[config.mk]
export PLATFORM = sky130hd
export DESIGN_NAME = dma_model_top
export DESIGN_NICKNAME = d
export VERILOG_FILES = /design/src/design/dma_pkg.sv /design/src/design/dma_model_top.sv /design/src/design/dma_fill_out.sv /design/src/design/dma_mem.sv /design/src/design/dma_ctrl.sv
export SDC_FILE = /design/constraint.sdc
export NUM_CORES = 2
export LEC_CHECK = 0
export ABC_CLOCK_PERIOD_IN_PS = 4300
export BUFFER_PORTS_ARGS = -buffer_cell sky130_fd_sc_hd__clkbuf_2
export CAP_MARGIN = 30
export CORE_UTILIZATION = 51
export CTS_CLUSTER_SIZE = 16
export DETAILED_ROUTE_END_ITERATION = 8
export PLACE_DENSITY = 0.67
export SLEW_MARGIN = 0
export SYNTH_ARGS = -nofsm -noshare
export SYNTH_HDL_FRONTEND = slang
export SYNTH_SLANG_ARGS = --single-unit
[constraint.sdc]
create_clock -name clk_i -period 4.3 [get_ports clk_i]
set_clock_uncertainty 0.05 [all_clocks]
set_input_delay 0.86 -clock clk_i [delete_from_list [all_inputs] [get_ports clk_i]]
set_output_delay 0.86 -clock clk_i [all_outputs]
set_load 0.02 [all_outputs]
[src/design/dma_pkg.sv]
// Shared definitions for the main-memory model:
// geometry, packet and array-port structs, channel states

package dma_pkg;

  localparam int ADDR_WIDTH  = 16;
  localparam int DATA_WIDTH  = 32;
  localparam int BLOCK_WORDS = 4;
  localparam int MEM_WORDS   = 64;

  localparam int READ_DELAY  = 6;  // Cycles in read DELAY
  localparam int WRITE_DELAY = 4;  // Cycles in write DELAY

  localparam int WORD_IDX_W  = $clog2(MEM_WORDS);
  localparam int BYTE_OFS_W  = 2;
  localparam int BLOCK_IDX_W = $clog2(BLOCK_WORDS);  // Word slot within a block
  localparam int BLOCK_NUM_W = WORD_IDX_W - BLOCK_IDX_W;
  localparam int DELAY_CNT_W = $clog2((READ_DELAY > WRITE_DELAY) ? READ_DELAY : WRITE_DELAY);

  // Word index = {addr[BYTE_OFS_W+BLOCK_IDX_W +: BLOCK_NUM_W], word slot}
  // The low block bits of the address are ignored

  typedef struct packed {
    logic                  write_not_read;
    logic [ADDR_WIDTH-1:0] addr;
  } dma_pkt_s;

  typedef struct packed {
    logic                  en;
    logic [WORD_IDX_W-1:0] idx;
  } mem_rd_s;

  typedef struct packed {
    logic                  en;
    logic [WORD_IDX_W-1:0] idx;
    logic [DATA_WIDTH-1:0] data;
  } mem_wr_s;

  typedef enum logic [1:0] {
    WAIT,
    DELAY,
    BUSY
  } chan_state_e;

endpackage
[src/design/dma_model_top.sv]
// Top level of the main-memory model
// Controller, word array and fill output register

`timescale 1ns/1ps

module dma_model_top (
  input  logic                           clk_i,
  input  logic                           reset_i,

  // Packet port
  input  dma_pkg::dma_pkt_s              dma_pkt_i,
  input  logic                           dma_pkt_v_i,
  output logic                           dma_pkt_yumi_o,

  // Fill stream toward the cache
  output logic [dma_pkg::DATA_WIDTH-1:0] fill_data_o,
  output logic                           fill_v_o,
  input  logic                           fill_ready_i,

  // Evict stream from the cache
  input  logic [dma_pkg::DATA_WIDTH-1:0] evict_data_i,
  input  logic                           evict_v_i,
  output logic                           evict_yumi_o
);

  dma_pkg::mem_rd_s               mem_rd;
  dma_pkg::mem_wr_s               mem_wr;
  logic [dma_pkg::DATA_WIDTH-1:0] rd_data;
  logic                           rd_v;
  logic                           fill_full;
  logic                           fill_pop;

  dma_ctrl ctrl (
    .clk_i        (clk_i),
    .reset_i      (reset_i),
    .pkt_i        (dma_pkt_i),
    .pkt_v_i      (dma_pkt_v_i),
    .pkt_yumi_o   (dma_pkt_yumi_o),
    .evict_v_i    (evict_v_i),
    .evict_yumi_o (evict_yumi_o),
    .evict_data_i (evict_data_i),
    .fill_full_i  (fill_full),
    .fill_pop_i   (fill_pop),
    .mem_rd_o     (mem_rd),
    .mem_wr_o     (mem_wr)
  );

  dma_mem mem (
    .clk_i     (clk_i),
    .reset_i   (reset_i),
    .rd_i      (mem_rd),
    .wr_i      (mem_wr),
    .rd_data_o (rd_data),
    .rd_v_o    (rd_v)
  );

  dma_fill_out fill_out (
    .clk_i       (clk_i),
    .reset_i     (reset_i),
    .fill_data_i (rd_data),
    .fill_v_i    (rd_v),
    .ready_i     (fill_ready_i),
    .data_o      (fill_data_o),
    .v_o         (fill_v_o),
    .full_o      (fill_full),
    .pop_o       (fill_pop)
  );

endmodule

[src/design/dma_fill_out.sv]
// One-entry output register for the fill stream
// Holds its word under back-pressure and flags each transfer

`timescale 1ns/1ps

module dma_fill_out (
  input  logic                           clk_i,
  input  logic                           reset_i,

  input  logic [dma_pkg::DATA_WIDTH-1:0] fill_data_i,
  input  logic                           fill_v_i,
  input  logic                           ready_i,

  output logic [dma_pkg::DATA_WIDTH-1:0] data_o,
  output logic                           v_o,
  output logic                           full_o,
  output logic                           pop_o
);

  logic [dma_pkg::DATA_WIDTH-1:0] data_r;
  logic                           v_r;
  logic                           load;

  assign pop_o  = v_r & ready_i;
  assign load   = fill_v_i & (~v_r | ready_i);  // Room now, or leaving this cycle
  assign full_o = v_r;
  assign v_o    = v_r;
  assign data_o = data_r;

  always_ff @(posedge clk_i) begin
    if (reset_i) begin
      v_r <= 1'b0;
    end else if (load) begin
      v_r <= 1'b1;
    end else if (pop_o) begin
      v_r <= 1'b0;
    end
  end

  always_ff @(posedge clk_i) begin
    if (load) data_r <= fill_data_i;
  end

endmodule

[src/design/dma_mem.sv]
// Word array of the memory model
// Synchronous read with a valid pulse, clocked write, cleared on reset

`timescale 1ns/1ps

module dma_mem (
  input  logic                           clk_i,
  input  logic                           reset_i,

  input  dma_pkg::mem_rd_s               rd_i,
  input  dma_pkg::mem_wr_s               wr_i,

  output logic [dma_pkg::DATA_WIDTH-1:0] rd_data_o,
  output logic                           rd_v_o
);

  logic [dma_pkg::DATA_WIDTH-1:0] mem_r [dma_pkg::MEM_WORDS];

  always_ff @(posedge clk_i) begin
    if (reset_i) begin
      for (int i = 0; i < dma_pkg::MEM_WORDS; i++) begin
        mem_r[i] <= '0;
      end
      rd_v_o <= 1'b0;
    end else begin
      rd_v_o <= rd_i.en;  // Data valid one cycle after the enable
      if (rd_i.en) begin
        rd_data_o <= mem_r[rd_i.idx];  // Old data on a same-index write
      end
      if (wr_i.en) begin
        mem_r[wr_i.idx] <= wr_i.data;
      end
    end
  end

endmodule

[src/design/dma_ctrl.sv]
// Read and write channel FSMs of the memory model
// Packet accept, delay and word counters, array read/write requests

`timescale 1ns/1ps

module dma_ctrl (
  input  logic                             clk_i,
  input  logic                             reset_i,

  input  dma_pkg::dma_pkt_s                pkt_i,
  input  logic                             pkt_v_i,
  output logic                             pkt_yumi_o,

  input  logic                             evict_v_i,
  output logic                             evict_yumi_o,
  input  logic [dma_pkg::DATA_WIDTH-1:0]   evict_data_i,

  input  logic                             fill_full_i,
  input  logic                             fill_pop_i,

  output dma_pkg::mem_rd_s                 mem_rd_o,
  output dma_pkg::mem_wr_s                 mem_wr_o
);

  dma_pkg::chan_state_e rd_state_r, rd_state_n;
  dma_pkg::chan_state_e wr_state_r, wr_state_n;

  logic [dma_pkg::BLOCK_NUM_W-1:0] pkt_blk;
  logic [dma_pkg::BLOCK_NUM_W-1:0] rd_blk_r, wr_blk_r;
  logic [dma_pkg::DELAY_CNT_W-1:0] rd_dly_r, wr_dly_r;

  logic [dma_pkg::BLOCK_IDX_W:0]   rd_issue_r;  // MSB set once the whole block is issued
  logic [dma_pkg::BLOCK_IDX_W-1:0] rd_pop_r;
  logic [dma_pkg::BLOCK_IDX_W-1:0] wr_cnt_r;
  logic                            rd_inflight_r;  // Word sitting in the array read stage

  logic rd_accept, wr_accept;
  logic rd_issue, rd_drop, rd_pop;
  logic wr_take;

  assign pkt_blk = pkt_i.addr[dma_pkg::BYTE_OFS_W + dma_pkg::BLOCK_IDX_W +: dma_pkg::BLOCK_NUM_W];

  // A packet is taken only when its own channel is idle
  assign rd_accept  = pkt_v_i & ~pkt_i.write_not_read & (rd_state_r == dma_pkg::WAIT);
  assign wr_accept  = pkt_v_i & pkt_i.write_not_read & (wr_state_r == dma_pkg::WAIT);
  assign pkt_yumi_o = rd_accept | wr_accept;

  // Fetch while the output register has room this cycle
  assign rd_issue = (rd_state_r == dma_pkg::BUSY) & ~rd_issue_r[dma_pkg::BLOCK_IDX_W]
                  & (~fill_full_i | fill_pop_i);
  assign rd_pop   = (rd_state_r == dma_pkg::BUSY) & fill_pop_i;

  // The output register stalled while a fetched word arrived, so that word
  // is not loaded and gets fetched again from the array
  assign rd_drop  = rd_inflight_r & fill_full_i & ~fill_pop_i;

  assign wr_take      = (wr_state_r == dma_pkg::BUSY) & evict_v_i;
  assign evict_yumi_o = wr_take;

  always_comb begin
    mem_rd_o.en  = rd_issue;
    mem_rd_o.idx = {rd_blk_r, rd_issue_r[dma_pkg::BLOCK_IDX_W-1:0]};

    mem_wr_o.en   = wr_take;
    mem_wr_o.idx  = {wr_blk_r, wr_cnt_r};
    mem_wr_o.data = evict_data_i;
  end

  always_comb begin
    rd_state_n = rd_state_r;
    unique case (rd_state_r)
      dma_pkg::WAIT:  if (rd_accept) rd_state_n = dma_pkg::DELAY;
      dma_pkg::DELAY: if (rd_dly_r == dma_pkg::DELAY_CNT_W'(dma_pkg::READ_DELAY - 1))
                        rd_state_n = dma_pkg::BUSY;
      dma_pkg::BUSY:  if (rd_pop && (&rd_pop_r)) rd_state_n = dma_pkg::WAIT;  // Last word out
      default:        rd_state_n = dma_pkg::WAIT;
    endcase
  end

  always_comb begin
    wr_state_n = wr_state_r;
    unique case (wr_state_r)
      dma_pkg::WAIT:  if (wr_accept) wr_state_n = dma_pkg::DELAY;
      dma_pkg::DELAY: if (wr_dly_r == dma_pkg::DELAY_CNT_W'(dma_pkg::WRITE_DELAY - 1))
                        wr_state_n = dma_pkg::BUSY;
      dma_pkg::BUSY:  if (wr_take && (&wr_cnt_r)) wr_state_n = dma_pkg::WAIT;
      default:        wr_state_n = dma_pkg::WAIT;
    endcase
  end

  // Read channel
  always_ff @(posedge clk_i) begin
    if (reset_i) begin
      rd_state_r    <= dma_pkg::WAIT;
      rd_dly_r      <= '0;
      rd_issue_r    <= '0;
      rd_pop_r      <= '0;
      rd_inflight_r <= 1'b0;
    end else begin
      rd_state_r    <= rd_state_n;
      rd_inflight_r <= rd_issue;
      if (rd_state_r == dma_pkg::DELAY) rd_dly_r <= rd_dly_r + 1'b1;
      else rd_dly_r <= '0;

      if (rd_accept) begin
        rd_issue_r <= '0;
        rd_pop_r   <= '0;
      end else begin
        if (rd_issue) rd_issue_r <= rd_issue_r + 1'b1;
        else if (rd_drop) rd_issue_r <= rd_issue_r - 1'b1;  // Rewind to the lost word
        if (rd_pop) rd_pop_r <= rd_pop_r + 1'b1;
      end
    end
  end

  // Write channel
  always_ff @(posedge clk_i) begin
    if (reset_i) begin
      wr_state_r <= dma_pkg::WAIT;
      wr_dly_r   <= '0;
      wr_cnt_r   <= '0;
    end else begin
      wr_state_r <= wr_state_n;
      if (wr_state_r == dma_pkg::DELAY) wr_dly_r <= wr_dly_r + 1'b1;
      else wr_dly_r <= '0;

      if (wr_accept) wr_cnt_r <= '0;
      else if (wr_take) wr_cnt_r <= wr_cnt_r + 1'b1;
    end
  end

  // Block number of the active packet on each channel
  always_ff @(posedge clk_i) begin
    if (rd_accept) rd_blk_r <= pkt_blk;
    if (wr_accept) wr_blk_r <= pkt_blk;
  end

endmodule

Word-level counts from Yosys, hierarchy flattened. Memory sizes are Yosys's and may differ from the RTL's. A register that Yosys moved wholly into a read port is not among the register bits. Index checks and enable logic that the tools add are counted.

Add/sub/neg operators: 6. Equality and inequality tests: 12. Mux-type cells: 20. Bitwise logic cells: 22. Reductions and logical operators: 16.

Operator list (count): two-way mux 32 bit (1); OR reduction 32 bit (1); bitwise AND 1 bit (12); two-way mux 2 bit (6); one-hot mux 2 bit (3 select lines) (2); adder 3 x 1 -> 3 bit (second input constant) (3); two-way mux 1 bit (8); != test 2 x 1 -> 1 bit (second input constant) (4); OR reduction 2 bit (4); NOT 1 bit (7); two-way mux 3 bit (2); two-way mux 6 bit (1); AND reduction 2 bit (3); AND reduction 3 bit (2); adder 2 x 1 -> 2 bit (second input constant) (2); == test 2 x 1 -> 1 bit (second input constant) (2); == test 2 bit (second input constant) (2); logical NOT 2 bit (2); != test 2 bit (second input constant) (2); nonzero test 2 bit (2); == test 3 x 2 -> 1 bit (second input constant) (1); == test 3 bit (second input constant) (1); bitwise OR 1 bit (3); subtractor 3 x 1 -> 3 bit (second input constant) (1); logical AND 1 bit (2).

Register bits after elaboration: 59. Bits in writable memories: 2048. Input bits: 54. Output and inout port bits: 35. Logic and storage cells: 89. Memories: 1.

Memory list: mem.mem_r (words 64, width 32, read ports 1, clocked after Yosys merged registers in 1, write ports 64, RTL line dma_mem.sv:17) `logic [dma_pkg::DATA_WIDTH-1:0] mem_r [dma_pkg::MEM_WORDS];`.

Depth between registers and ports, before layout.
Word-level depth: 7. Gate-level depth with buffers: 10. Gate-level depth less buffers: 6.

By module. Synthesis repeated with hierarchy kept, for this count alone.

Cells, all modules: 6114. Area, all modules: 96138.5 sq um.

By module, submodules not included: dma_mem (instances 1, cells each 5944, area an instance 93769.9 sq um, sequential area each 62479.9 sq um); dma_ctrl (instances 1, cells each 131, area an instance 1337.5 sq um, sequential area each 600.6 sq um); dma_fill_out (instances 1, cells each 39, area an instance 1031.0 sq um, sequential area each 980.9 sq um).

Worst setup path before layout. Ideal clock, no wire load.

Path kind: input to register. Start point: input port fill_ready_i. End point: register mem.rd_data_o[0] (netlist bit) (read register of mem.mem_r) (enable). Arrival time: 2.786 ns. Data required time: 3.829 ns. Setup slack: 1.043 ns. Cell stages on the path: 4. Cell sequence: nor2b_1 -> or3_1 -> clkbuf_1 -> nor2_1.

Word-level cells in the longest chain between the ends: 4.

RTL lines: start, declared (RTL line dma_model_top.sv:18) `input logic fill_ready_i,`; bitwise AND 1 bit (RTL line dma_fill_out.sv:24) `assign pop_o = v_r & ready_i;`; bitwise OR 1 bit (RTL line dma_ctrl.sv:50) `& (~fill_full_i | fill_pop_i);`; bitwise AND 1 bit (RTL line dma_ctrl.sv:50); AND reduction 2 bit (no line); end, declared (RTL line dma_mem.sv:13) `output logic [dma_pkg::DATA_WIDTH-1:0] rd_data_o,`.

Every way passes these cells. A chain may end at the register's enable or synchronous reset.

==> run metrics <==
vias between 50000 and 60000; Longest Clk Path Bufs 3; total gr overflow 0; async set-reset flop share out of synthesis 0; Crit path required time 4.76 ns; Routed WL roughly 270000 µm; unrepaired setup endpoints after global routing no; vias in the first global route around 53000; Total GRT Usage 0.285; largest cells by area after synthesis edfxtp_1 66%, and2_1 13%, mux4_2 11%, clkbuf_1 1.6%, mux2_2 0.90%; #FFs+latches synth roughly 2100; die area 190000 µm²; Lkg Pwr 38.3 nW; CP top delay family simple AND/OR/NAND/NOR gates; port bufs 76; final setup TNS 0 ns; Final setup viols 0; Final Max Tran Viols 0; Slew HR 0.300; post-synthesis sequential area ratio 0.666; sw frac 0.222; critical path's slowest cell edfxtp_1; cts repair resizes 0; Post-Syn Nets ~6200; layout cells sized above 1 0.223; Net Sw Power just under 10 mW; worst skew pair latency roughly 0.87 ns; register area between 60000 and 70000 µm²; worst slew pin tran between 1 and 1.5 ns; GPL Wtd Cong around 0.91; placed cell count around 8400; Pwr per Cell Area just over 400 nW/µm²; TritonCTS buffer count around 220; minimum clock period about 3.7 ns; DP HPWL roughly 170000 µm; Critical Path End Type flop; setup ws final around 0.55 ns; FILL cells between 10000 and 15000; Clk pwr share 0.407; achievable frequency around 0.27 GHz; first-pass iteration count of the detailed router 8; DR DRC count 0; mapped cell area between 90000 and 100000 µm²; WS Path Type reg2reg; Comb pwr share 0.051; post-synth top area share 0.662; antenna-violating nets left 0; Unique masters post-synth slightly below 60; fin cells ~8800; period utilization 0.872; Post-synth EDFFs 2120; Hold WC Path Type in2reg; Die W ~440 µm; Data arrival, critical path ~4.2 ns; multi-input logic area 29500 µm²; Via density around 6; Avg WL per Cell 30.9 µm; Pint 34.0 mW; Reg power frac 0.541; Synth top cells by count 2120 x edfxtp_1, 2050 x and2_1, 478 x mux4_2; leading area contributor after synthesis edfxtp_1; DP Worst Slack between 0.6 and 0.7 ns; io pins around 90; Fin. Hold Viols 0; CTS clk-pin slew, worst paths 0.06 ns; Clock Tree Root clkbuf_16; crit path max fanout 20; CTS tree yes; status completed; CP startpoint kind flop; Die Ht 436 µm; # clock sinks approximately 2100; critical path buffer and inverter count 1; first-pass GRT wire length 385000 µm; CP max stage delay ~1.0 ns; synthesized area per cell 15.7 µm²; max-cap violations 0; initial antenna violation count 12; Yosys Warn Count 0; Post-synth top flop edfxtp_1; largest net degree at the start of global routing 78; initial drt markers between 7000 and 8000; Mapped Cells roughly 6000; critical path cell sequence buf_4 -> nand2b_1 -> a211oi_1 -> nor4_1; VDD IR max approximately 380 µV; nets@finish a little over 6000; Core ar. roughly 190000 µm²; row count ~160; Final Util 0.576; Initial Util 0.516; Layout area overhead 11.5%; cts hold-fix bufs 0; H-tree depth 4; Setup Buffers After CTS 0; most common cell in the synthesized netlist edfxtp_1
-- worst paths after layout --
kind / start / endpoint / slack (ns) / depth (start not counted)
worst min register to register: mem.rd_data_o[4] / fill_out.data_o[4] / 0.37 / 0
worst max register to register: ctrl.rd_blk_r[2] / mem.rd_data_o[18] / 0.55 / 4
worst min-delay path: dma_pkt_i[7] / ctrl.rd_blk_r[3] / 0.30 / 1
worst max-delay path: ctrl.rd_blk_r[2] / mem.rd_data_o[18] / 0.55 / 4
-- worst register-to-register path, delay by kind of cell (launching register included) --
family          cells  cell delay, ns
compound gates      1            0.25
buf+inv             1            0.38
simple gates        2            1.66
flops               1            1.04
-- sequential cells by signal, indices dropped and copies added (netlist names), 3 cells and up --
register         flops
ctrl.rd_blk_r        4
fill_out.data_o     32
ctrl.wr_blk_r        4
mem.rd_data_o       32
ctrl.wr_dly_r        3
ctrl.rd_dly_r        3
ctrl.rd_issue_r      3
mem.mem_r         2048
-- metrics by stage --
step                hold slack, ns  total power [mW]  area, µm²
floorplan                    0.348              25.1      96100
global placement             0.355              26.2     100000
detailed placement           0.355              26.3     101000
CTS                          0.283              43.9     107000
global route                 0.274              44.8     107000
finish                       0.303              43.7     107000
-- metal layers --
layer	part of all wire	GRT usage	up-vias	routed length, µm
met5	0.000030	0	-	8
met4	0.049	0.129	2	13400
met3	0.10	0.0626	458	28300
met2	0.46	0.429	2735	124000
met1	0.39	0.398	27900	105000
li1	-	-	22500	-
-- cell families (layout without fill, tap and decap cells) --
| family | after synthesis | in the layout | synth area share |
|---|---|---|---|
| buf+inv | 628 | 806 | 0.0293 |
| xor+xnor | 4 | 4 | 0.000365 |
| flops | 2139 | 2139 | 0.666 |
| other cells | 0 | 6 | 0 |
| simple gates | 2390 | 2390 | 0.152 |
| mux | 636 | 636 | 0.129 |
| compound gates | 303 | 303 | 0.0213 |
| fa+ha+maj | 7 | 7 | 0.000989 |
-- cells in the final DEF (no fill, tap or decap), drive strengths merged, types with 27 or more instances in the layout --
master  count
or2        70
and2     2050
clkbuf    345
nor2      107
a221oi     31
mux2i      81
mux4      478
a21oi      31
mux2       77
buf       338
nand2      39
clkinv     97
o22ai     113
o21ai      39
nor4       27
edfxtp   2120
-- power by group through the flow --
stage,Clock (mW),Combinational [mW],Sequential (mW)
floorplan,0,1.05,24.0
global placement,0,2.17,24.1
detailed placement,0,2.21,24.1
CTS,18.0,2.22,23.7
global route,18.8,2.29,23.7
finish,17.8,2.24,23.7
-- layout make-up --
class / count / share of cell area
Multi-Input combinational cell: 3340 / 0.275
Timing Repair Buffer: 413 / 0.0370
Tap cell: 2480 / 0.0290
Clock inverter: 118 / 0.00853
Sequential cell: 2139 / 0.598
Inverter: 5 / 0.000175
Antenna cell: 6 / 0.000140
Clock buffer: 270 / 0.0527
Note: power is estimated with default switching activity, not from simulation.
